--- src/source/wbaxil_params.svh ---
`ifndef WBAXIL_PARAMS_SVH
`define WBAXIL_PARAMS_SVH

`default_nettype none

// Byte address width on both buses
`define WBAXIL_AW	28

// Data bus width in bits
// One strobe or select bit per byte
`define WBAXIL_DW	32

// Width of the monitor outstanding counters
`define WBAXIL_LGDEPTH	4

// Log2 of the order tag queue depth
// Must stay below WBAXIL_LGDEPTH so no count can reach all-ones
`define WBAXIL_LGFIFO	2

`default_nettype wire

`endif

--- src/source/wbaxil_pkg.sv ---
`include "wbaxil_params.svh"

`default_nettype none

package wbaxil_pkg;

	// One pipelined Wishbone request as presented with stb
	typedef struct packed
	{
		logic				we;
		logic [`WBAXIL_AW-1:0]		addr;
		logic [`WBAXIL_DW-1:0]		data;
		logic [`WBAXIL_DW/8-1:0]	sel;
	} wb_req_t;

	// Address beat, same layout for AW and AR
	typedef struct packed
	{
		logic [`WBAXIL_AW-1:0]		addr;
	} axil_addr_t;

	// Write data beat
	typedef struct packed
	{
		logic [`WBAXIL_DW-1:0]		data;
		logic [`WBAXIL_DW/8-1:0]	strb;
	} axil_wdata_t;

	// AXI response codes
	// Bit 1 set means an error of either kind
	typedef enum logic [1:0]
	{
		OKAY	= 2'b00,
		EXOKAY	= 2'b01,
		SLVERR	= 2'b10,
		DECERR	= 2'b11
	} axil_resp_e;

	// Read data beat with its response
	typedef struct packed
	{
		logic [`WBAXIL_DW-1:0]		data;
		axil_resp_e			resp;
	} axil_rdata_t;

	// Which response kind the next retired transaction returns
	typedef struct packed
	{
		logic				is_write;
	} pend_tag_t;

endpackage

`default_nettype wire

--- src/source/wbaxil_monitor.sv ---
`include "wbaxil_params.svh"

`default_nettype none
`timescale 1ns/1ps

module wbaxil_monitor
	import wbaxil_pkg::*;
(
	input	wire				i_clk,
	input	wire				i_axi_reset_n,

	// Write address
	input	wire				i_awvalid,
	input	wire				i_awready,
	input	wire axil_addr_t		i_aw,

	// Write data
	input	wire				i_wvalid,
	input	wire				i_wready,
	input	wire axil_wdata_t		i_w,

	// Write response
	input	wire				i_bvalid,
	input	wire				i_bready,
	input	wire axil_resp_e		i_bresp,

	// Read address
	input	wire				i_arvalid,
	input	wire				i_arready,
	input	wire axil_addr_t		i_ar,

	// Read data
	input	wire				i_rvalid,
	input	wire				i_rready,
	input	wire axil_rdata_t		i_r,

	output	logic [`WBAXIL_LGDEPTH-1:0]	o_awr_outstanding,
	output	logic [`WBAXIL_LGDEPTH-1:0]	o_wr_outstanding,
	output	logic [`WBAXIL_LGDEPTH-1:0]	o_rd_outstanding
);

	localparam int LGD = `WBAXIL_LGDEPTH;

	logic	aw_hs;
	logic	w_hs;
	logic	b_hs;
	logic	ar_hs;
	logic	r_hs;

	// Up on request, down on response, hold on both or neither
	function automatic logic [LGD-1:0] step_count(
		input logic [LGD-1:0]	count,
		input logic		inc,
		input logic		dec
	);
		logic [LGD-1:0]	next;
		case ({inc, dec})
		2'b10:	next = count + 1'b1;
		2'b01:	next = count - 1'b1;
		default:	next = count;
		endcase
		return next;
	endfunction

	assign aw_hs = i_awvalid && i_awready;
	assign w_hs  = i_wvalid && i_wready;
	assign b_hs  = i_bvalid && i_bready;
	assign ar_hs = i_arvalid && i_arready;
	assign r_hs  = i_rvalid && i_rready;

	////////////////////////////////////////////////////////////
	// Outstanding counts
	////////////////////////////////////////////////////////////

	// One B retires one AW and one W
	always_ff @(posedge i_clk)
	begin
		if (!i_axi_reset_n)
		begin
			o_awr_outstanding <= '0;
			o_wr_outstanding  <= '0;
			o_rd_outstanding  <= '0;
		end
		else
		begin
			o_awr_outstanding <= step_count(o_awr_outstanding, aw_hs, b_hs);
			o_wr_outstanding  <= step_count(o_wr_outstanding, w_hs, b_hs);
			o_rd_outstanding  <= step_count(o_rd_outstanding, ar_hs, r_hs);
		end
	end

	////////////////////////////////////////////////////////////
	// Protocol rules
	////////////////////////////////////////////////////////////

	// Bus idle on the cycle after any reset cycle
	a_reset_idle: assert property (@(posedge i_clk)
		!i_axi_reset_n |=> !i_awvalid && !i_wvalid && !i_arvalid
			&& !i_bvalid && !i_rvalid)
		else $error("valid high right after reset");

	// Valid and payload hold until ready
	a_aw_stable: assert property (@(posedge i_clk) disable iff (!i_axi_reset_n)
		i_awvalid && !i_awready |=> i_awvalid && $stable(i_aw))
		else $error("AW changed while stalled");
	a_w_stable: assert property (@(posedge i_clk) disable iff (!i_axi_reset_n)
		i_wvalid && !i_wready |=> i_wvalid && $stable(i_w))
		else $error("W changed while stalled");
	a_ar_stable: assert property (@(posedge i_clk) disable iff (!i_axi_reset_n)
		i_arvalid && !i_arready |=> i_arvalid && $stable(i_ar))
		else $error("AR changed while stalled");
	a_b_stable: assert property (@(posedge i_clk) disable iff (!i_axi_reset_n)
		i_bvalid && !i_bready |=> i_bvalid && $stable(i_bresp))
		else $error("B changed while stalled");
	a_r_stable: assert property (@(posedge i_clk) disable iff (!i_axi_reset_n)
		i_rvalid && !i_rready |=> i_rvalid && $stable(i_r))
		else $error("R changed while stalled");

	// Tag queue depth keeps every count short of all-ones
	a_no_overflow: assert property (@(posedge i_clk) disable iff (!i_axi_reset_n)
		!(&o_awr_outstanding) && !(&o_wr_outstanding) && !(&o_rd_outstanding))
		else $error("outstanding count overflow");

	// No response without a request behind it
	a_b_has_req: assert property (@(posedge i_clk) disable iff (!i_axi_reset_n)
		i_bvalid |-> (aw_hs || o_awr_outstanding != '0)
			&& (w_hs || o_wr_outstanding != '0))
		else $error("write response with nothing outstanding");
	a_r_has_req: assert property (@(posedge i_clk) disable iff (!i_axi_reset_n)
		i_rvalid |-> (ar_hs || o_rd_outstanding != '0))
		else $error("read data with nothing outstanding");

endmodule

`default_nettype wire

--- src/source/wbaxil_request.sv ---
`default_nettype none
`timescale 1ns/1ps

module wbaxil_request
	import wbaxil_pkg::*;
(
	input	wire			i_clk,
	input	wire			i_axi_reset_n,

	// Pipelined Wishbone request side
	input	wire			i_wb_stb,
	input	wire wb_req_t		i_wb_req,
	output	logic			o_wb_stall,

	// AXI-lite write address
	output	logic			o_awvalid,
	input	wire			i_awready,
	output	axil_addr_t		o_aw,

	// AXI-lite write data
	output	logic			o_wvalid,
	input	wire			i_wready,
	output	axil_wdata_t		o_w,

	// AXI-lite read address
	output	logic			o_arvalid,
	input	wire			i_arready,
	output	axil_addr_t		o_ar,

	// Order tag queue
	input	wire			i_fifo_full,
	output	logic			o_push,
	output	pend_tag_t		o_push_tag
);

	logic	aw_wait;
	logic	w_wait;
	logic	ar_wait;
	logic	accept;

	// Beat issued but not yet taken by the slave
	assign aw_wait = o_awvalid && !i_awready;
	assign w_wait  = o_wvalid && !i_wready;
	assign ar_wait = o_arvalid && !i_arready;

	// Hold off Wishbone until every beat is gone and a tag slot is free
	assign o_wb_stall = aw_wait || w_wait || ar_wait || i_fifo_full;
	assign accept     = i_wb_stb && !o_wb_stall;

	// One tag per accepted request, in Wishbone order
	assign o_push     = accept;
	assign o_push_tag = '{is_write: i_wb_req.we};

	////////////////////////////////////////////////////////////
	// Channel valids
	////////////////////////////////////////////////////////////

	always_ff @(posedge i_clk)
	begin
		if (!i_axi_reset_n)
		begin
			o_awvalid <= 1'b0;
			o_wvalid  <= 1'b0;
			o_arvalid <= 1'b0;
		end
		else if (accept)
		begin
			// Write raises AW and W together
			o_awvalid <= i_wb_req.we;
			o_wvalid  <= i_wb_req.we;
			o_arvalid <= !i_wb_req.we;
		end
		else
		begin
			// AW and W may be taken on different cycles
			if (i_awready)
				o_awvalid <= 1'b0;
			if (i_wready)
				o_wvalid <= 1'b0;
			if (i_arready)
				o_arvalid <= 1'b0;
		end
	end

	// Payloads only move on accept, so they hold while waiting
	always_ff @(posedge i_clk)
	begin
		if (accept && i_wb_req.we)
		begin
			o_aw.addr <= i_wb_req.addr;
			o_w.data  <= i_wb_req.data;
			o_w.strb  <= i_wb_req.sel;
		end
		if (accept && !i_wb_req.we)
			o_ar.addr <= i_wb_req.addr;
	end

	// A beat still waiting for ready holds, so no new request replaced it
	a_aw_held: assert property (@(posedge i_clk) disable iff (!i_axi_reset_n)
		aw_wait |=> o_awvalid && $stable(o_aw))
		else $error("request accepted while a write address was pending");
	a_w_held: assert property (@(posedge i_clk) disable iff (!i_axi_reset_n)
		w_wait |=> o_wvalid && $stable(o_w))
		else $error("request accepted while a write data beat was pending");
	a_ar_held: assert property (@(posedge i_clk) disable iff (!i_axi_reset_n)
		ar_wait |=> o_arvalid && $stable(o_ar))
		else $error("request accepted while a read address was pending");

endmodule

`default_nettype wire

--- src/source/wbaxil_response.sv ---
`include "wbaxil_params.svh"

`default_nettype none
`timescale 1ns/1ps

module wbaxil_response
	import wbaxil_pkg::*;
(
	input	wire			i_clk,
	input	wire			i_axi_reset_n,

	// Head of the order tag queue
	input	wire pend_tag_t		i_head,
	input	wire			i_empty,
	output	logic			o_pop,

	// AXI-lite write response
	input	wire			i_bvalid,
	output	logic			o_bready,
	input	wire axil_resp_e	i_bresp,

	// AXI-lite read data
	input	wire			i_rvalid,
	output	logic			o_rready,
	input	wire axil_rdata_t	i_r,

	// Wishbone return side
	output	logic			o_wb_ack,
	output	logic			o_wb_err,
	output	logic [`WBAXIL_DW-1:0]	o_wb_data
);

	logic	b_done;
	logic	r_done;

	////////////////////////////////////////////////////////////
	// In-order channel selection
	////////////////////////////////////////////////////////////

	// Only the channel the oldest request expects is opened
	// A response for a younger request waits on its valid
	assign o_bready = !i_empty && i_head.is_write;
	assign o_rready = !i_empty && !i_head.is_write;

	assign b_done = i_bvalid && o_bready;
	assign r_done = i_rvalid && o_rready;

	// Retire the head tag on either handshake
	assign o_pop = b_done || r_done;

	////////////////////////////////////////////////////////////
	// Wishbone return
	////////////////////////////////////////////////////////////

	// Single cycle pulse after the handshake
	// SLVERR and DECERR both have bit 1 set
	always_ff @(posedge i_clk)
	begin
		if (!i_axi_reset_n)
		begin
			o_wb_ack <= 1'b0;
			o_wb_err <= 1'b0;
		end
		else
		begin
			o_wb_ack <= (b_done && !i_bresp[1]) || (r_done && !i_r.resp[1]);
			o_wb_err <= (b_done && i_bresp[1]) || (r_done && i_r.resp[1]);
		end
	end

	// Read data rides along with the pulse
	always_ff @(posedge i_clk)
	begin
		if (r_done)
			o_wb_data <= i_r.data;
	end

	// Ack and err never on the same cycle
	a_one_return: assert property (@(posedge i_clk) disable iff (!i_axi_reset_n)
		!(o_wb_ack && o_wb_err))
		else $error("ack and err high together");

endmodule

`default_nettype wire

--- src/source/wbaxil_tag_fifo.sv ---
`include "wbaxil_params.svh"

`default_nettype none
`timescale 1ns/1ps

module wbaxil_tag_fifo
	import wbaxil_pkg::*;
(
	input	wire			i_clk,
	input	wire			i_axi_reset_n,

	// Push side from the issuer
	input	wire			i_push,
	input	wire pend_tag_t		i_tag,

	// Pop side from the collector
	input	wire			i_pop,
	output	pend_tag_t		o_head,

	output	logic			o_empty,
	output	logic			o_full
);

	localparam int LG    = `WBAXIL_LGFIFO;
	localparam int DEPTH = 1 << LG;

	// Extra pointer bit tells full from empty
	pend_tag_t		mem [DEPTH];
	logic [LG:0]		wr_ptr;
	logic [LG:0]		rd_ptr;

	// Tag storage
	always_ff @(posedge i_clk)
	begin
		if (i_push && !o_full)
			mem[wr_ptr[LG-1:0]] <= i_tag;
	end

	always_ff @(posedge i_clk)
	begin
		if (!i_axi_reset_n)
		begin
			wr_ptr <= '0;
			rd_ptr <= '0;
		end
		else
		begin
			if (i_push && !o_full)
				wr_ptr <= wr_ptr + 1'b1;
			if (i_pop && !o_empty)
				rd_ptr <= rd_ptr + 1'b1;
		end
	end

	assign o_empty = (wr_ptr == rd_ptr);
	assign o_full  = (wr_ptr[LG] != rd_ptr[LG])
		&& (wr_ptr[LG-1:0] == rd_ptr[LG-1:0]);

	// Oldest tag, valid only while not empty
	assign o_head = mem[rd_ptr[LG-1:0]];

	////////////////////////////////////////////////////////////
	// Queue rules
	////////////////////////////////////////////////////////////

	// Issuer must stall on full
	a_no_push_full: assert property (@(posedge i_clk) disable iff (!i_axi_reset_n)
		i_push |-> !o_full)
		else $error("tag pushed into a full queue");

	// Collector opens no channel while empty
	a_no_pop_empty: assert property (@(posedge i_clk) disable iff (!i_axi_reset_n)
		i_pop |-> !o_empty)
		else $error("tag popped from an empty queue");

	// One cycle from push to head
	a_push_to_head: assert property (@(posedge i_clk) disable iff (!i_axi_reset_n)
		(i_push && o_empty) |=> !o_empty && (o_head == $past(i_tag)))
		else $error("pushed tag not at head one cycle later");

endmodule

`default_nettype wire

--- src/source/wbaxil_top.sv ---
`include "wbaxil_params.svh"

`default_nettype none
`timescale 1ns/1ps

module wbaxil_top
	import wbaxil_pkg::*;
(
	input	wire				i_clk,
	input	wire				i_axi_reset_n,

	// Pipelined Wishbone slave port
	input	wire				i_wb_cyc,
	input	wire				i_wb_stb,
	input	wire wb_req_t			i_wb_req,
	output	wire				o_wb_stall,
	output	wire				o_wb_ack,
	output	wire				o_wb_err,
	output	wire [`WBAXIL_DW-1:0]		o_wb_data,

	// AXI-lite master port
	output	wire				o_axi_awvalid,
	input	wire				i_axi_awready,
	output	wire axil_addr_t		o_axi_aw,
	output	wire				o_axi_wvalid,
	input	wire				i_axi_wready,
	output	wire axil_wdata_t		o_axi_w,
	input	wire				i_axi_bvalid,
	output	wire				o_axi_bready,
	input	wire axil_resp_e		i_axi_bresp,
	output	wire				o_axi_arvalid,
	input	wire				i_axi_arready,
	output	wire axil_addr_t		o_axi_ar,
	input	wire				i_axi_rvalid,
	output	wire				o_axi_rready,
	input	wire axil_rdata_t		i_axi_r,

	// Monitor counts
	output	wire [`WBAXIL_LGDEPTH-1:0]	o_awr_outstanding,
	output	wire [`WBAXIL_LGDEPTH-1:0]	o_wr_outstanding,
	output	wire [`WBAXIL_LGDEPTH-1:0]	o_rd_outstanding
);

	// Order tag path from issuer through queue to collector
	wire			push;
	wire pend_tag_t		push_tag;
	wire pend_tag_t		head;
	wire			tag_empty;
	wire			tag_full;
	wire			pop;

	// Strobe only counts inside a bus cycle
	wbaxil_request u_request (
		.i_clk		(i_clk),
		.i_axi_reset_n	(i_axi_reset_n),
		.i_wb_stb	(i_wb_cyc && i_wb_stb),
		.i_wb_req	(i_wb_req),
		.o_wb_stall	(o_wb_stall),
		.o_awvalid	(o_axi_awvalid),
		.i_awready	(i_axi_awready),
		.o_aw		(o_axi_aw),
		.o_wvalid	(o_axi_wvalid),
		.i_wready	(i_axi_wready),
		.o_w		(o_axi_w),
		.o_arvalid	(o_axi_arvalid),
		.i_arready	(i_axi_arready),
		.o_ar		(o_axi_ar),
		.i_fifo_full	(tag_full),
		.o_push		(push),
		.o_push_tag	(push_tag)
	);

	wbaxil_tag_fifo u_tag_fifo (
		.i_clk		(i_clk),
		.i_axi_reset_n	(i_axi_reset_n),
		.i_push		(push),
		.i_tag		(push_tag),
		.i_pop		(pop),
		.o_head		(head),
		.o_empty	(tag_empty),
		.o_full		(tag_full)
	);

	wbaxil_response u_response (
		.i_clk		(i_clk),
		.i_axi_reset_n	(i_axi_reset_n),
		.i_head		(head),
		.i_empty	(tag_empty),
		.o_pop		(pop),
		.i_bvalid	(i_axi_bvalid),
		.o_bready	(o_axi_bready),
		.i_bresp	(i_axi_bresp),
		.i_rvalid	(i_axi_rvalid),
		.o_rready	(o_axi_rready),
		.i_r		(i_axi_r),
		.o_wb_ack	(o_wb_ack),
		.o_wb_err	(o_wb_err),
		.o_wb_data	(o_wb_data)
	);

	// Passive watcher on the five AXI channels
	wbaxil_monitor u_monitor (
		.i_clk			(i_clk),
		.i_axi_reset_n		(i_axi_reset_n),
		.i_awvalid		(o_axi_awvalid),
		.i_awready		(i_axi_awready),
		.i_aw			(o_axi_aw),
		.i_wvalid		(o_axi_wvalid),
		.i_wready		(i_axi_wready),
		.i_w			(o_axi_w),
		.i_bvalid		(i_axi_bvalid),
		.i_bready		(o_axi_bready),
		.i_bresp		(i_axi_bresp),
		.i_arvalid		(o_axi_arvalid),
		.i_arready		(i_axi_arready),
		.i_ar			(o_axi_ar),
		.i_rvalid		(i_axi_rvalid),
		.i_rready		(o_axi_rready),
		.i_r			(i_axi_r),
		.o_awr_outstanding	(o_awr_outstanding),
		.o_wr_outstanding	(o_wr_outstanding),
		.o_rd_outstanding	(o_rd_outstanding)
	);

endmodule

`default_nettype wire

--- config.mk ---
export PLATFORM = sky130hd
export DESIGN_NAME = wbaxil_top
export DESIGN_NICKNAME = d
export VERILOG_FILES = /design/src/source/wbaxil_pkg.sv /design/src/source/wbaxil_monitor.sv /design/src/source/wbaxil_request.sv /design/src/source/wbaxil_response.sv /design/src/source/wbaxil_tag_fifo.sv /design/src/source/wbaxil_top.sv
export VERILOG_INCLUDE_DIRS = /design/src /design/src/source
export SDC_FILE = /design/constraint.sdc
export NUM_CORES = 1
export LEC_CHECK = 0
export ABC_AREA = 0
export BUFFER_PORTS_ARGS = -buffer_cell sky130_fd_sc_hd__buf_4
export CAP_MARGIN = 5
export CORE_ASPECT_RATIO = 1.1
export CORE_MARGIN = 5
export CORE_UTILIZATION = 35
export DETAILED_ROUTE_END_ITERATION = 6
export GPL_ROUTABILITY_DRIVEN = 0
export GPL_TIMING_DRIVEN = 0
export HOLD_SLACK_MARGIN = 0.08
export SLEW_MARGIN = 20
export SYNTH_ARGS = -nofsm -noshare
export SYNTH_HDL_FRONTEND = slang
export SYNTH_SLANG_ARGS = --single-unit
--- constraint.sdc ---
create_clock -name i_clk -period 5.9 [get_ports i_clk]
set_input_delay 1.18 -clock i_clk [delete_from_list [all_inputs] [get_ports i_clk]]
set_output_delay 1.18 -clock i_clk [all_outputs]
set_load 0.01 [all_outputs]
==> impl_metrics.csv <==
group,metric,value,unit
status,status,"complete, no violations",
timing,drv_slew,0,
synth,yosysMostFrequentCell,"edfxtp_1",
min_path,hold_depth,2,
power_and_ir_drop,power_density,318,mW/mm2
power_and_ir_drop,finalPower,0.00261,W
synth,ys_types,32,
timing,fmax,289,MHz
floorplanning,fp.dieArea,0.0180,mm2
route,via_per_inst,4.52,
layout,drive_gt1_share,50.5,%
floorplanning,ioPinCount,254,
cts,hold_buffers,0,
timing,hold_violations,0,
route,dr.pass1.iters,4,
synth,syn_area,0.00540,mm2
timing,period_share,58.7,%
floorplanning,rows,47,
route,dr.first_iter.drc_count,142,
cts,cts_root_buffer,"clkbuf_16",
synth,synth_ff_type,"edfxtp_1",
synth,synth_top_cell_by_area,"edfxtp_1",
timing,setup_tns,0,ns
min_path,hold_class,"reg2reg",
timing,finalSetupViolCount,0,
cts,clkTransAtPathRegs,0.06,ns
grt,grt_pass1_wl,21.2,mm
worst_setup_path,setup.worst_path.end_class,"output port",
power_and_ir_drop,leakage,3.37,nW
layout,area_delta_synth_final,52.1,%
power_and_ir_drop,swShare,22.1,%
worst_setup_path,cp.required,4.72,ns
grt,grt_pass1_vias,3533,
flow_run,max_cap_violations,0,
layout,fin_nets,695,
synth,yosys-top-cells-count,"128 x edfxtp_1, 25 x dfxtp_1, 17 x nand2_1",
placed_design,hpwl,11.4,mm
synth,async_flop_share,0,%
floorplanning,die_x,128,um
synth,synth-seq-cells,153,
cts,cts_tree,"yes",
synth,syn_area_per_cell,18.2,um2
timing,hold_ws,0.472,ns
grt,grt_usage,15.9,%
timing,rsz0062_at_grt,"no",
floorplanning,coreArea,0.0151,mm2
route,vias,3532,
floorplanning,die_h,140,um
floorplanning,start_util,35.7,%
worst_setup_path,arrival,2.28,ns
route,antenna_left,0,
cts,clock-sinks,153,
route,drc_errors,0,
worst_setup_path,rr_worst_depth,11,
power_and_ir_drop,power_frac_clock,41.9,%
synth,yosys-top-cells-area,"edfxtp_1 71%, dfxtp_1 9.3%, ha_1 3.2%",
placed_design,placement.io_buffers,251,
cts,postCtsSetupBuffers,0,
cts,cts_resized,0,
power_and_ir_drop,p_int,0.00203,W
worst_setup_path,critPathMaxFanout,3,
grt,overflow,0,
timing,maxSlewHeadroom,68.5,%
timing,post-route-min-period,3.46,ns
cts,numCtsBuffers,17,
route,routedWlPerCell,18.7,um
power_and_ir_drop,switchingPower,0.000576,W
power_and_ir_drop,ir_drop,0.000162,V
worst_setup_path,crit_path_start_kind,"input pin",
grt,antenna_found_initial,2,
grt,grt_max_degree,48,
power_and_ir_drop,p_comb_share,10.2,%
synth,synth_seq_area_share,80.5,%
route,routed_wirelength,14.6,mm
power_and_ir_drop,seq_power_share,47.9,%
synth,synth-edff-count,128,
layout,fillers,1260,
synth,synthesis.nets,420,
synth,postSynthCellCount,296,
synth,yosysTopAreaCellShare,71.2,%
cts,clk_latency,0.42,ns
timing,fin_skew,0.00628,ns
cts,cts_max_level,4,
worst_setup_path,criticalPathCategory,"in2out",
timing,worstMarginPinSlew,0.472,ns
cts,cts_max_path_buffers,2,
synth,ys_warn_count,0,
## power by group through the flow
stage          Sequential (W)  Combinational (W)  Clock, W
3_5_place_dp          0.00127           0.000270         0
4_1_cts               0.00125           0.000271   0.00113
3_3_place_gp          0.00127           0.000255         0
2_1_floorplan         0.00129          0.0000891         0
6_report              0.00125           0.000265   0.00109
5_1_grt               0.00125           0.000290   0.00117
## kinds of logic (layout without fill, tap and decap cells)
kind of cell | after synthesis | in the layout | synth area share (%)
AO/OA/AOI/OAI | 25 | 25 | 2.74
XOR/XNOR | 15 | 15 | 2.44
adder cells (fa/ha/maj) | 14 | 14 | 3.25
buffers and inverters | 7 | 295 | 0.487
flip-flops | 153 | 153 | 80.5
multiplexers | 15 | 15 | 3.01
other | 0 | 1 | 0
AND/OR/NAND/NOR | 67 | 67 | 7.56
## flip-flops by register name, summed over array words and instances (netlist names), 3 cells and up, named ones only
name                         flops
u_monitor.o_rd_outstanding       4
u_tag_fifo.rd_ptr                3
u_tag_fifo.mem                   4
u_request.o_ar                  28
u_tag_fifo.wr_ptr                3
u_response.o_wb_data            32
u_request.o_aw                  28
u_request.o_w                   36
u_monitor.o_wr_outstanding       4
u_monitor.o_awr_outstanding      4
## area by class of cell
type / instances / area (um2) / share of cell area, %
well taps: 196 / 245 / 2.99
multi-input cells: 136 / 1030 / 12.6
inverters: 4 / 15.0 / 0.183
flip-flops and latches: 153 / 4340 / 52.9
diodes: 1 / 2.50 / 0.0305
clock buffers: 17 / 425 / 5.18
clock inverters: 15 / 176 / 2.15
repair buffers: 256 / 1950 / 23.8
plain buffers: 3 / 11.3 / 0.137
## path summary, 6_finish.rpt
kind,to,from,slack (ns)
hold / removal,u_monitor.o_rd_outstanding[3],u_monitor.o_rd_outstanding[3],0.47
setup / recovery,o_wb_stall,i_axi_arready,2.44
setup reg to reg,u_monitor.o_rd_outstanding[2],register,2.93
hold reg to reg,u_monitor.o_rd_outstanding[3],u_monitor.o_rd_outstanding[3],0.47
## stage by stage
step	cell area [um2]	cells	setup WS, ns	util [%]
floorplan	5400	296	1.43	-
global placement	7520	743	0.130	49.8
detailed placement	7600	748	2.44	50.3
CTS	8210	780	2.43	54.3
global route	8210	781	2.40	54.3
finish	8210	781	2.44	54.3
## layer usage
layer  wire length, um  up-vias  GRT usage (%)
li1                  -     1666              -
met1              5210     1688           16.9
met2              7570      155           27.4
met3              1490       21           7.20
met4               287        2           6.48
met5                20        -              0
## worst max-delay path: stages
cell and delay, ns:
buf_4 0.08, and2b_1 0.19, or3_4 0.41, or2_1 0.25, buf_4 0.15
## placed cells by master, fill, tap and decap left out, types with 2 or more instances in the layout
master / n
xor2_1: 12
and2_1: 4
clkinv_2: 2
mux2i_1: 14
nand3_1: 2
edfxtp_1: 128
a21oi_1: 11
clkbuf_1: 2
inv_1: 4
nor2_1: 8
o21ai_0: 9
clkinvlp_4: 3
bufinv_16: 3
or3_1: 3
and3b_1: 3
nand2_1: 17
nor3b_1: 4
clkbuf_16: 17
nor3_2: 2
a22o_1: 3
nor2b_1: 5
dfxtp_1: 25
clkinv_1: 2
ha_1: 14
clkinv_4: 3
nand2b_1: 6
xnor2_1: 3
buf_4: 254
nand3b_1: 5
No activity file was read; power rests on OpenSTA's default activity.
